**src/logic/memPkg.sv**
```systemverilog
`default_nettype none

package memPkg;

    // --------------------------------------------------
    // Bus widths
    // --------------------------------------------------
    localparam int DATA_W = 32;  // Data word width.
    localparam int BE_W   = 4;   // One enable per byte lane.

    // --------------------------------------------------
    // Operation classes
    // --------------------------------------------------
    // Only loads and stores reach the data port.
    typedef enum logic [1:0] {
        OP_LOAD  = 2'd0,
        OP_STORE = 2'd1,
        OP_OTHER = 2'd2
    } opClassT;

    // --------------------------------------------------
    // Access widths
    // --------------------------------------------------
    // Encoded exactly as funct3 of RV32I loads and stores,
    // so the decoder can cast the field directly.
    typedef enum logic [2:0] {
        ACC_B  = 3'b000,  // Signed byte.
        ACC_H  = 3'b001,  // Signed halfword.
        ACC_W  = 3'b010,  // Full word.
        ACC_BU = 3'b100,  // Unsigned byte.
        ACC_HU = 3'b101   // Unsigned halfword.
    } accessT;

endpackage

`default_nettype wire

```
**src/logic/memBusIf.sv**
```systemverilog
`timescale 1ns/1ps
`default_nettype none

// One memory request channel. ren or wen is a level held until
// ready pulses; rdata is only valid in the ready cycle.
interface memBusIf #(
    parameter int addrWidth = 16
) ();

    logic [addrWidth-1:0]      addr;    // Byte address.
    logic [memPkg::DATA_W-1:0] wdata;   // Store data.
    logic [memPkg::BE_W-1:0]   byteEn;  // Lane enables for writes.
    logic                      ren;     // Read request level.
    logic                      wen;     // Write request level.
    logic [memPkg::DATA_W-1:0] rdata;   // Read data.
    logic                      ready;   // One-cycle completion pulse.

    // Side that raises the request.
    modport requester (
        output addr, wdata, byteEn, ren, wen,
        input  rdata, ready
    );

    // Side that answers it.
    modport responder (
        input  addr, wdata, byteEn, ren, wen,
        output rdata, ready
    );

endinterface

`default_nettype wire

```
**src/logic/opDecoder.sv**
```systemverilog
`timescale 1ns/1ps
`default_nettype none

module opDecoder (
    input  logic [memPkg::DATA_W-1:0] instr_i,
    output memPkg::opClassT           opClass_o,
    output memPkg::accessT            access_o
);

    // --------------------------------------------------
    // RV32I major opcodes of interest
    // --------------------------------------------------
    localparam logic [6:0] OPC_LOAD  = 7'b0000011;
    localparam logic [6:0] OPC_STORE = 7'b0100011;

    logic [6:0] opcode;
    logic [2:0] funct3;
    logic       storeWidthOk;

    assign opcode = instr_i[6:0];
    assign funct3 = instr_i[14:12];

    // Width codes share funct3 encoding.
    assign access_o = memPkg::accessT'(funct3);

    // Stores only exist as SB, SH and SW.
    assign storeWidthOk = (funct3 <= 3'(memPkg::ACC_W));

    always_comb begin
        case (opcode)
            OPC_LOAD: begin
                opClass_o = memPkg::OP_LOAD;
            end
            OPC_STORE: begin
                if (storeWidthOk) begin
                    opClass_o = memPkg::OP_STORE;
                end else begin
                    opClass_o = memPkg::OP_OTHER;  // Reserved store width.
                end
            end
            default: begin
                opClass_o = memPkg::OP_OTHER;
            end
        endcase
    end

endmodule

`default_nettype wire

```
**src/logic/requestUnit.sv**
```systemverilog
`timescale 1ns/1ps
`default_nettype none

module requestUnit #(
    parameter int addrWidth = 16
) (
    input  logic                      CLK,
    input  logic                      nRST,
    input  logic [addrWidth-1:0]      fetchAddr_i,
    input  logic [addrWidth-1:0]      dataAddr_i,
    input  logic [memPkg::DATA_W-1:0] storeData_i,
    input  memPkg::opClassT           opClass_i,
    input  memPkg::accessT            access_i,
    output logic [memPkg::DATA_W-1:0] instrWord_o,
    output memPkg::accessT            access_o,
    output logic [memPkg::DATA_W-1:0] instr_o,
    output logic                      instrReady_o,
    output logic [memPkg::DATA_W-1:0] loadData_o,
    output logic                      dataReady_o,
    memBusIf.requester                fetchBus,
    memBusIf.requester                dataBus
);

    logic [addrWidth-1:0]      fetchAddrQ;
    logic [addrWidth-1:0]      dataAddrQ;
    logic [memPkg::DATA_W-1:0] storeDataQ;
    logic [memPkg::DATA_W-1:0] instrQ;
    memPkg::accessT            accessQ;
    logic                      dataRenQ;
    logic                      dataWenQ;
    logic                      dataPending;
    logic                      startData;

    assign dataPending = dataRenQ | dataWenQ;
    // A fresh load or store, seen while its word is on instr_o.
    assign startData = instrReady_o &&
                       (opClass_i == memPkg::OP_LOAD || opClass_i == memPkg::OP_STORE);

    // --------------------------------------------------
    // Fetch channel
    // --------------------------------------------------
    // Fetch pauses while a new word is decoded and while data is up.
    assign fetchBus.addr   = fetchAddrQ;
    assign fetchBus.wdata  = '0;
    assign fetchBus.byteEn = '1;  // Whole-word reads.
    assign fetchBus.ren    = ~(instrReady_o | dataPending);
    assign fetchBus.wen    = 1'b0;

    // --------------------------------------------------
    // Data channel
    // --------------------------------------------------
    assign dataBus.addr   = dataAddrQ;
    assign dataBus.wdata  = storeDataQ;
    assign dataBus.byteEn = '1;  // Narrowed later by lane.
    assign dataBus.ren    = dataRenQ;
    assign dataBus.wen    = dataWenQ;

    assign instrWord_o = instrQ;
    assign instr_o     = instrQ;
    assign access_o    = accessQ;

    // Control state.
    always_ff @(posedge CLK, negedge nRST) begin
        if (!nRST) begin
            instrReady_o <= 1'b0;
            dataReady_o  <= 1'b0;
            dataRenQ     <= 1'b0;
            dataWenQ     <= 1'b0;
        end else begin
            instrReady_o <= fetchBus.ready;
            dataReady_o  <= dataBus.ready;
            if (startData) begin
                dataRenQ <= (opClass_i == memPkg::OP_LOAD);
                dataWenQ <= (opClass_i == memPkg::OP_STORE);
            end else if (dataBus.ready) begin
                dataRenQ <= 1'b0;  // Level drops after the pulse.
                dataWenQ <= 1'b0;
            end
        end
    end

    // Payload registers.
    always_ff @(posedge CLK) begin
        fetchAddrQ <= fetchAddr_i;
        if (fetchBus.ready) begin
            instrQ <= fetchBus.rdata;
        end
        if (startData) begin
            dataAddrQ  <= dataAddr_i;  // Core holds these with instrReady_o.
            storeDataQ <= storeData_i;
            accessQ    <= access_i;
        end
        if (dataBus.ready && dataRenQ) begin
            loadData_o <= dataBus.rdata;
        end
    end

endmodule

`default_nettype wire

```
**src/logic/loadStoreAlign.sv**
```systemverilog
`timescale 1ns/1ps
`default_nettype none

module loadStoreAlign #(
    parameter int addrWidth = 16
) (
    input  memPkg::accessT access_i,
    memBusIf.responder     core,
    memBusIf.requester     mem
);

    logic [1:0]                byteOff;
    logic [memPkg::BE_W-1:0]   laneEn;
    logic [memPkg::DATA_W-1:0] laneData;
    logic [memPkg::DATA_W-1:0] byteShift;
    logic [memPkg::DATA_W-1:0] halfShift;

    assign byteOff = core.addr[1:0];

    // --------------------------------------------------
    // Store side
    // --------------------------------------------------
    always_comb begin
        case (access_i)
            memPkg::ACC_B, memPkg::ACC_BU: begin
                laneData = {4{core.wdata[7:0]}};
                laneEn   = 4'b0001 << byteOff;
            end
            memPkg::ACC_H, memPkg::ACC_HU: begin
                laneData = {2{core.wdata[15:0]}};
                laneEn   = byteOff[1] ? 4'b1100 : 4'b0011;  // Aligned down.
            end
            default: begin
                laneData = core.wdata;
                laneEn   = 4'b1111;
            end
        endcase
    end

    assign mem.addr   = {core.addr[addrWidth-1:2], 2'b00};  // Word address.
    assign mem.wdata  = laneData;
    assign mem.byteEn = laneEn & core.byteEn;
    assign mem.ren    = core.ren;
    assign mem.wen    = core.wen;

    // --------------------------------------------------
    // Load side
    // --------------------------------------------------
    assign byteShift = mem.rdata >> {byteOff, 3'b000};
    assign halfShift = mem.rdata >> {byteOff[1], 4'b0000};

    always_comb begin
        case (access_i)
            memPkg::ACC_B: begin
                core.rdata = {{24{byteShift[7]}}, byteShift[7:0]};
            end
            memPkg::ACC_BU: begin
                core.rdata = {24'b0, byteShift[7:0]};
            end
            memPkg::ACC_H: begin
                core.rdata = {{16{halfShift[15]}}, halfShift[15:0]};
            end
            memPkg::ACC_HU: begin
                core.rdata = {16'b0, halfShift[15:0]};
            end
            default: begin
                core.rdata = mem.rdata;  // Word load.
            end
        endcase
    end

    assign core.ready = mem.ready;

endmodule

`default_nettype wire

```
**src/logic/memArbiter.sv**
```systemverilog
`timescale 1ns/1ps
`default_nettype none

module memArbiter #(
    parameter int addrWidth = 16
) (
    input  logic                      CLK,
    input  logic                      nRST,
    memBusIf.responder                fetchBus,
    memBusIf.responder                dataBus,
    output logic [addrWidth-1:0]      ramAddr_o,
    output logic [memPkg::DATA_W-1:0] ramWdata_o,
    output logic [memPkg::BE_W-1:0]   ramByteEn_o,
    output logic                      ramRen_o,
    output logic                      ramWen_o,
    input  logic [memPkg::DATA_W-1:0] ramRdata_i,
    input  logic                      ramReady_i
);

    typedef enum logic [1:0] {
        OWN_IDLE  = 2'd0,
        OWN_FETCH = 2'd1,
        OWN_DATA  = 2'd2
    } ownerT;

    ownerT owner;
    ownerT ownerNext;
    logic  dataReq;
    logic  fetchReq;
    logic  selData;

    assign dataReq  = dataBus.ren | dataBus.wen;
    assign fetchReq = fetchBus.ren | fetchBus.wen;

    // --------------------------------------------------
    // Owner FSM
    // --------------------------------------------------
    always_comb begin
        ownerNext = owner;
        if (owner == OWN_IDLE) begin
            if (dataReq) begin
                ownerNext = OWN_DATA;  // Data wins a tie.
            end else if (fetchReq) begin
                ownerNext = OWN_FETCH;
            end
        end else if (ramReady_i) begin
            ownerNext = OWN_IDLE;  // Release after the pulse.
        end
    end

    always_ff @(posedge CLK, negedge nRST) begin
        if (!nRST) begin
            owner <= OWN_IDLE;
        end else begin
            owner <= ownerNext;
        end
    end

    // --------------------------------------------------
    // Port mux
    // --------------------------------------------------
    assign selData = (owner == OWN_DATA);

    assign ramAddr_o   = selData ? dataBus.addr   : fetchBus.addr;
    assign ramWdata_o  = selData ? dataBus.wdata  : fetchBus.wdata;
    assign ramByteEn_o = selData ? dataBus.byteEn : fetchBus.byteEn;  // All ones on fetch.
    assign ramRen_o    = (owner != OWN_IDLE) && (selData ? dataBus.ren : fetchBus.ren);
    assign ramWen_o    = (owner != OWN_IDLE) && (selData ? dataBus.wen : fetchBus.wen);

    // Ready only reaches the channel that owns the port.
    assign fetchBus.ready = ramReady_i && (owner == OWN_FETCH);
    assign dataBus.ready  = ramReady_i && selData;
    assign fetchBus.rdata = ramRdata_i;
    assign dataBus.rdata  = ramRdata_i;

endmodule

`default_nettype wire

```
**src/logic/memSubsystem.sv**
```systemverilog
`timescale 1ns/1ps
`default_nettype none

module memSubsystem #(
    parameter int addrWidth = 16
) (
    input  logic                      CLK,
    input  logic                      nRST,
    input  logic [addrWidth-1:0]      fetchAddr_i,
    input  logic [addrWidth-1:0]      dataAddr_i,
    input  logic [memPkg::DATA_W-1:0] storeData_i,
    output logic [memPkg::DATA_W-1:0] instr_o,
    output logic                      instrReady_o,
    output logic [memPkg::DATA_W-1:0] loadData_o,
    output logic                      dataReady_o,
    output logic [addrWidth-1:0]      ramAddr_o,
    output logic [memPkg::DATA_W-1:0] ramWdata_o,
    output logic [memPkg::BE_W-1:0]   ramByteEn_o,
    output logic                      ramRen_o,
    output logic                      ramWen_o,
    input  logic [memPkg::DATA_W-1:0] ramRdata_i,
    input  logic                      ramReady_i
);

    logic [memPkg::DATA_W-1:0] instrWord;
    memPkg::opClassT           opClass;
    memPkg::accessT            accessDec;  // Width of the word just fetched.
    memPkg::accessT            accessReq;  // Width of the pending access.

    // --------------------------------------------------
    // Channels
    // --------------------------------------------------
    memBusIf #(.addrWidth(addrWidth)) fetchBus ();
    memBusIf #(.addrWidth(addrWidth)) dataBusCore ();
    memBusIf #(.addrWidth(addrWidth)) dataBusMem ();

    opDecoder decoder0 (
        .instr_i  (instrWord),
        .opClass_o(opClass),
        .access_o (accessDec)
    );

    requestUnit #(.addrWidth(addrWidth)) reqUnit0 (
        .CLK(CLK), .nRST(nRST),
        .fetchAddr_i(fetchAddr_i), .dataAddr_i(dataAddr_i),
        .storeData_i(storeData_i),
        .opClass_i(opClass), .access_i(accessDec),
        .instrWord_o(instrWord), .access_o(accessReq),
        .instr_o(instr_o), .instrReady_o(instrReady_o),
        .loadData_o(loadData_o), .dataReady_o(dataReady_o),
        .fetchBus(fetchBus.requester), .dataBus(dataBusCore.requester)
    );

    loadStoreAlign #(.addrWidth(addrWidth)) align0 (
        .access_i(accessReq),
        .core    (dataBusCore.responder),
        .mem     (dataBusMem.requester)
    );

    memArbiter #(.addrWidth(addrWidth)) arb0 (
        .CLK(CLK), .nRST(nRST),
        .fetchBus(fetchBus.responder), .dataBus(dataBusMem.responder),
        .ramAddr_o(ramAddr_o), .ramWdata_o(ramWdata_o), .ramByteEn_o(ramByteEn_o),
        .ramRen_o(ramRen_o), .ramWen_o(ramWen_o),
        .ramRdata_i(ramRdata_i), .ramReady_i(ramReady_i)
    );

endmodule

`default_nettype wire

```
**config.mk**
```make
export PLATFORM = sky130hd
export DESIGN_NAME = memSubsystem
export DESIGN_NICKNAME = d
export VERILOG_FILES = /design/src/logic/memPkg.sv /design/src/logic/memBusIf.sv /design/src/logic/opDecoder.sv /design/src/logic/requestUnit.sv /design/src/logic/loadStoreAlign.sv /design/src/logic/memArbiter.sv /design/src/logic/memSubsystem.sv
export SDC_FILE = /design/constraint.sdc
export NUM_CORES = 1
export LEC_CHECK = 0
export ABC_AREA = 1
export BUFFER_PORTS_ARGS = -buffer_cell sky130_fd_sc_hd__buf_2
export CORE_MARGIN = 4
export CORE_UTILIZATION = 30
export DETAILED_ROUTE_END_ITERATION = 8
export GPL_ROUTABILITY_DRIVEN = 1
export GPL_TIMING_DRIVEN = 0
export PLACE_DENSITY_LB_ADDON = 0.3
export SLEW_MARGIN = 25
export SYNTH_ARGS = -nofsm -noshare
export SYNTH_HDL_FRONTEND = slang
export SYNTH_SLANG_ARGS = --single-unit
```
**constraint.sdc**
```tcl
create_clock -name CLK -period 4.75 [get_ports CLK]
set_clock_uncertainty 0.05 [all_clocks]
set_input_delay 0.7125 -clock CLK [delete_from_list [all_inputs] [get_ports CLK]]
set_output_delay 0.7125 -clock CLK [all_outputs]
set_load 0.05 [all_outputs]
```
Word level (Yosys, flattened, before mapping)

Index checks and enable logic that the tools add are counted.
W data, S select, Z words.

Bits of input ports: 99
Word-level logic and storage cells: 61
Output and inout port bits: 120
Register bits after elaboration: 137

Muxes and demuxes: 18
Shift-type cells: 3
Reduce and logical (&&, ||, !) cells: 16
Bitwise gates (word level): 3
Magnitude comparators: 1
Eq/ne operators: 9

Operator list:

| kind                  | number |
|---|---|
| $pmux W32 S4          | 1 |
| $pmux W32 S2          | 1 |
| $mux W32              | 1 |
| $shr A32 B5 Y16       | 1 |
| $shr A32 B5 Y8        | 1 |
| $mux W16              | 1 |
| $mux W2               | 5 |
| $mux W4               | 2 |
| $pmux W4 S2           | 1 |
| $eq A7 B2 Y1 const B  | 1 |
| $eq A7 B6 Y1 const B  | 1 |
| $eq A3 B3 Y1 const B  | 2 |
| $logic_and A1 B1 Y1   | 6 |
| $reduce_bool A2 Y1    | 3 |
| $mux W1               | 5 |
| $eq A2 B1 Y1 const B  | 2 |
| $logic_not A2 Y1      | 2 |
| $pmux W2 S2           | 1 |
| $reduce_or A2 Y1      | 2 |
| $shl A1 B2 Y4 const A | 1 |
| $eq A3 B1 Y1 const B  | 1 |
| $le A3 B2 Y1 const B  | 1 |
| $logic_not A3 Y1      | 1 |
| $ne A3 B3 Y1 const B  | 1 |
| 5 further kinds       | 6 |

Logic depth before layout (Yosys ltp)

Word-level depth: 7
Gate-level depth with buffers: 7

Modules after synthesis

From an unflattened synthesis, not the netlist that was laid out.

Cells, all modules: 763
Area total of the unflattened synthesis: 7279.5 µm²

By module, submodules not included:

| module         | area each (µm²) | instances | cells each | sequential area each (µm²) |
|---|---|---|---|---|
| requestUnit    | 4498.1          | 1         | 227        | 3873.7 |
| memArbiter     | 1441.4          | 1         | 261        | 50.0 |
| loadStoreAlign | 1262.5          | 1         | 258        | 0.0 |
| opDecoder      | 77.6            | 1         | 17         | 0.0 |

Worst setup path after synthesis

Ideal clock, no wire load.

Kind: register to output
Start point: register reqUnit0.accessQ[1] (netlist: reqUnit0.access_o[1])
End point: output ramWdata_o[15] (netlist name)
Arrival time: 1.877 ns
Path slack: 2.110 ns
Stages on the path, launching flop included: 6
Cells stage by stage: edfxtp_1 > buf_6 > inv_8 > buf_2 > nor2_1 > nor3_1

Word-level cells in the longest chain between the ends: 4

Ends and longest elaborated chain:

| element                                    | line                 | RTL |
|---|---|---|
| from (decl)                                | requestUnit.sv:28    | `memPkg::accessT accessQ;` |
| from (signal assigned)                     | requestUnit.sv:91    | `accessQ <= access_i;` |
| $eq A3 B1 Y1, or another cell as far along | loadStoreAlign.sv:24 | `case (access_i)` |
| $reduce_or A2 Y1                           | loadStoreAlign.sv:24 |  |
| $pmux W32 S2 (*)                           | loadStoreAlign.sv:24 |  |
| $mux W32 (*)                               | memArbiter.sv:65     | `assign ramWdata_o = selData ? dataBus.wdata : fetchBus.wdata;` |
| to (decl)                                  | memSubsystem.sv:17   | `output logic [memPkg::DATA_W-1:0] ramWdata_o,` |

Every way passes the cells marked *; elsewhere a longest branch is shown, timed or not.

Worst setup path after layout

Start point: register reqUnit0.accessQ[1] (netlist: reqUnit0.access_o[1])
End point: output ramWdata_o[13] (netlist name)

Same word-level chain as after synthesis.

==> impl_results.md <==
* Clk slew on worst S/H paths at 0.06 ns
* Starting Density at 30.7%
* Final core utilization at 41.9%
* Worst setup path start: reqUnit0.access_o[1]$_DFFE_PP_
* CP arrival at 2.06 ns
* Synthesized cell area at 0.00553 mm2
* Flop-to-flop setup slack at 2.81 ns
* Critical-path maximum fanout at 10
* Crit-path cells: buf_6 -> nor2_4 -> buf_2 -> nor2_1 -> nor2_1 -> buf_2
* Worst Reg-to-Reg Cells at 5
* Core area at 0.0180 mm2
* Cell Pwr Density at 488 mW/mm2
* Root Buffer Master: clkbuf_16
* Postcts setup bufs at 0
* Drt first pass iters at 5
* Initial antenna violation count at 1
* DR WL/cell at 17.5 um
* #FFs+latches synth at 137
* Clock Tree Buf Depth at 2
* Run status: completed
* Port Buffers at 218
* Drt initial violations at 214
* Die H at 144 um
* Post-Syn Nets at 556
* Most common cell after layout, fill and taps aside: buf_2
* Top Family by Delay on Critical Path: buffers and inverters
* Leading register cell type out of synthesis: edfxtp_1
* Hold Fails Final Rpt at 0
* Leakage power at 3.42 nW
* Clock latency on the worst-skew pair at 0.42 ns
* Fmax at 355 MHz
* End of the critical path: ramWdata_o[13]
* RR Startpoint: reqUnit0.instrWord_o[3]$_DFFE_PP_
* Worst-margin pin slew at 0.666 ns
* Min Tclk post-route at 2.82 ns
* HP Class: input pin to async pin
* Slew margin rel. at 55.6%
* Cell count along the critical path at 6
* WL final at 16,500 um
* Crit path launch type: flip-flop
* Num rows at 49
* Final setup TNS at 0 ns
* Reg2reg end: reqUnit0.dataBus.addr[1]$_DFFE_PP_
* Grt total ovfl at 0
* Worst path max stage delay at 0.37 ns
* Avg Cell Area, Syn at 12.1 um2
* Commonest cells after routing, fill and taps aside: buf_2 (225), nand2_1 (120), edfxtp_1 (115)
* DRC violations left at 0
* Top Ports at 219
* Vias in the first global route at 4,366
* Req. time, crit path at 3.99 ns
* Routability congestion estimate at 0.809
* CP max-delay cell: edfxtp_1
* Global router's overall resource usage at 16.0%
* Post-DP HPWL at 12,300 um
* Max_cap viols at 0
* Multi-input gate area at 0.00138 mm2
* Period Utilization, post-route at 59.3%
* H-tree lvl count at 4
* Area growth syn-to-layout at 36.7%
* DR vias at 4,275
* Fin. max-slew vios at 0
* Chip width at 144 um
* Register Area at 0.00392 mm2
* CTS Buf Count at 17
* Final Net Count at 795
* WP buf/inv at 3
* ANT nets after route at 0
* Largest net degree at the start of global routing at 52
* CTS tree: yes
* TritonCTS Sinks at 137
* Hold Buf Count CTS at 0
* Crit Path Class: flip-flop to output pin
* RSZ-0062 raised after global routing: false
* Die area at 0.0207 mm2
* Maximum VDD drop at 0.248 mV
* Critical Path End Type: output pin
* Seq/Total Area, Yosys at 71.0%
* Post-CTS sizing at 0
* Fillers at 1,774
* Post-Syn Instances at 457
* Final setup viols at 0
* Via/cell ratio at 4.55
* Async S/R FF share, synth at 4.38%
* Layout cells sized above 1 at 43.3%
* Synth cell types at 30
* Number of synthesized flops with an enable pin at 115
* Ys Warns at 0
* First-pass GRT wire length at 24,400 um
cells in the mapped netlist, types with 6 or more instances:
master / number / share of area (%)
nand2_1: 120 / 8.2
o21ai_0: 20 / 1.8
nor2_1: 46 / 3.1
a21oi_1: 9 / 0.81
buf_2: 7 / 0.63
nand3_1: 27 / 2.4
dfrtp_1: 6 / 2.7
nand3_2: 21 / 3.8
inv_1: 24 / 1.6
dfxtp_1: 16 / 5.8
edfxtp_1: 115 / 62
o22ai_1: 9 / 1.0
where the power goes:
part | internal (mW) | leakage, nW | switching [mW]
sequential | 1.40 | 1.26 | 0.0431
combinational | 0.204 | 1.88 | 0.755
clock | 0.747 | 0.280 | 0.546
cell type report:
class                   count  share of cell area, %
diodes                      1                 0.0331
plain buffers              16                   1.56
clock buffers              18                   5.81
clock inverters            14                   1.82
inverters                  30                   1.62
multi-input cells         274                   18.3
flip-flops and latches    137                   51.9
well taps                 229                   3.79
repair buffers            220                   15.2
through the flow:
stage	cell area [um2]	power [mW]	instances	hold WS, ns	setup slack [ns]
3_3_place_gp	6900	2.41	904	0.473	1.20
3_5_place_dp	6980	2.43	906	0.471	2.31
5_1_grt	7550	3.85	938	0.0473	1.78
6_report	7560	3.69	939	0.0586	1.93
2_1_floorplan	5530	2.14	457	0.367	2.11
4_1_cts	7550	3.74	938	0.0414	1.85
state kept, by name, summed over array words and instances, names as in the netlist:
register and cells:
reqUnit0.fetchBus.addr 16, reqUnit0.dataBus.wdata 32, reqUnit0.instrReady_o 1, reqUnit0.dataReady_o 1, reqUnit0.dataBus.addr 16, reqUnit0.loadData_o 32
reqUnit0.instrWord_o 32, arb0.owner 2, reqUnit0.dataBus.wen 1, reqUnit0.access_o 3, reqUnit0.dataBus.ren 1
kinds of logic after synthesis:
kind of cell	count (synthesis)	synth area share, %
buffers and inverters	46	4.30
AO/OA/AOI/OAI	44	4.60
flip-flops	137	71.0
AND/OR/NAND/NOR	230	20.1
metal layers:
layer / track usage (%) / vias to the layer above / routed length (um)
met1: 20.8 / 1949 / 7030
met4: 6.14 / 0 / 290
li1: - / 2067 / -
met2: 24.8 / 240 / 7340
met5: 0 / - / 0
met3: 5.62 / 19 / 1790
how the worst min path moves through the flow:
stage                                                   from                         endpoint  slack (ns)
after floorplan                                         nRST        arb0.owner[0]$_DFFE_PN0P_        0.37
after global placement    reqUnit0.instrWord_o[13]$_DFFE_PP_   reqUnit0.access_o[1]$_DFFE_PP_        0.47
after detailed placement  reqUnit0.instrWord_o[13]$_DFFE_PP_   reqUnit0.access_o[1]$_DFFE_PP_        0.47
after CTS                                               nRST  reqUnit0.instrReady_o$_DFF_PN0_        0.04
after global routing                                    nRST  reqUnit0.instrReady_o$_DFF_PN0_        0.05
final                                                   nRST  reqUnit0.instrReady_o$_DFF_PN0_        0.06
Power figures use the tool's default switching activity.
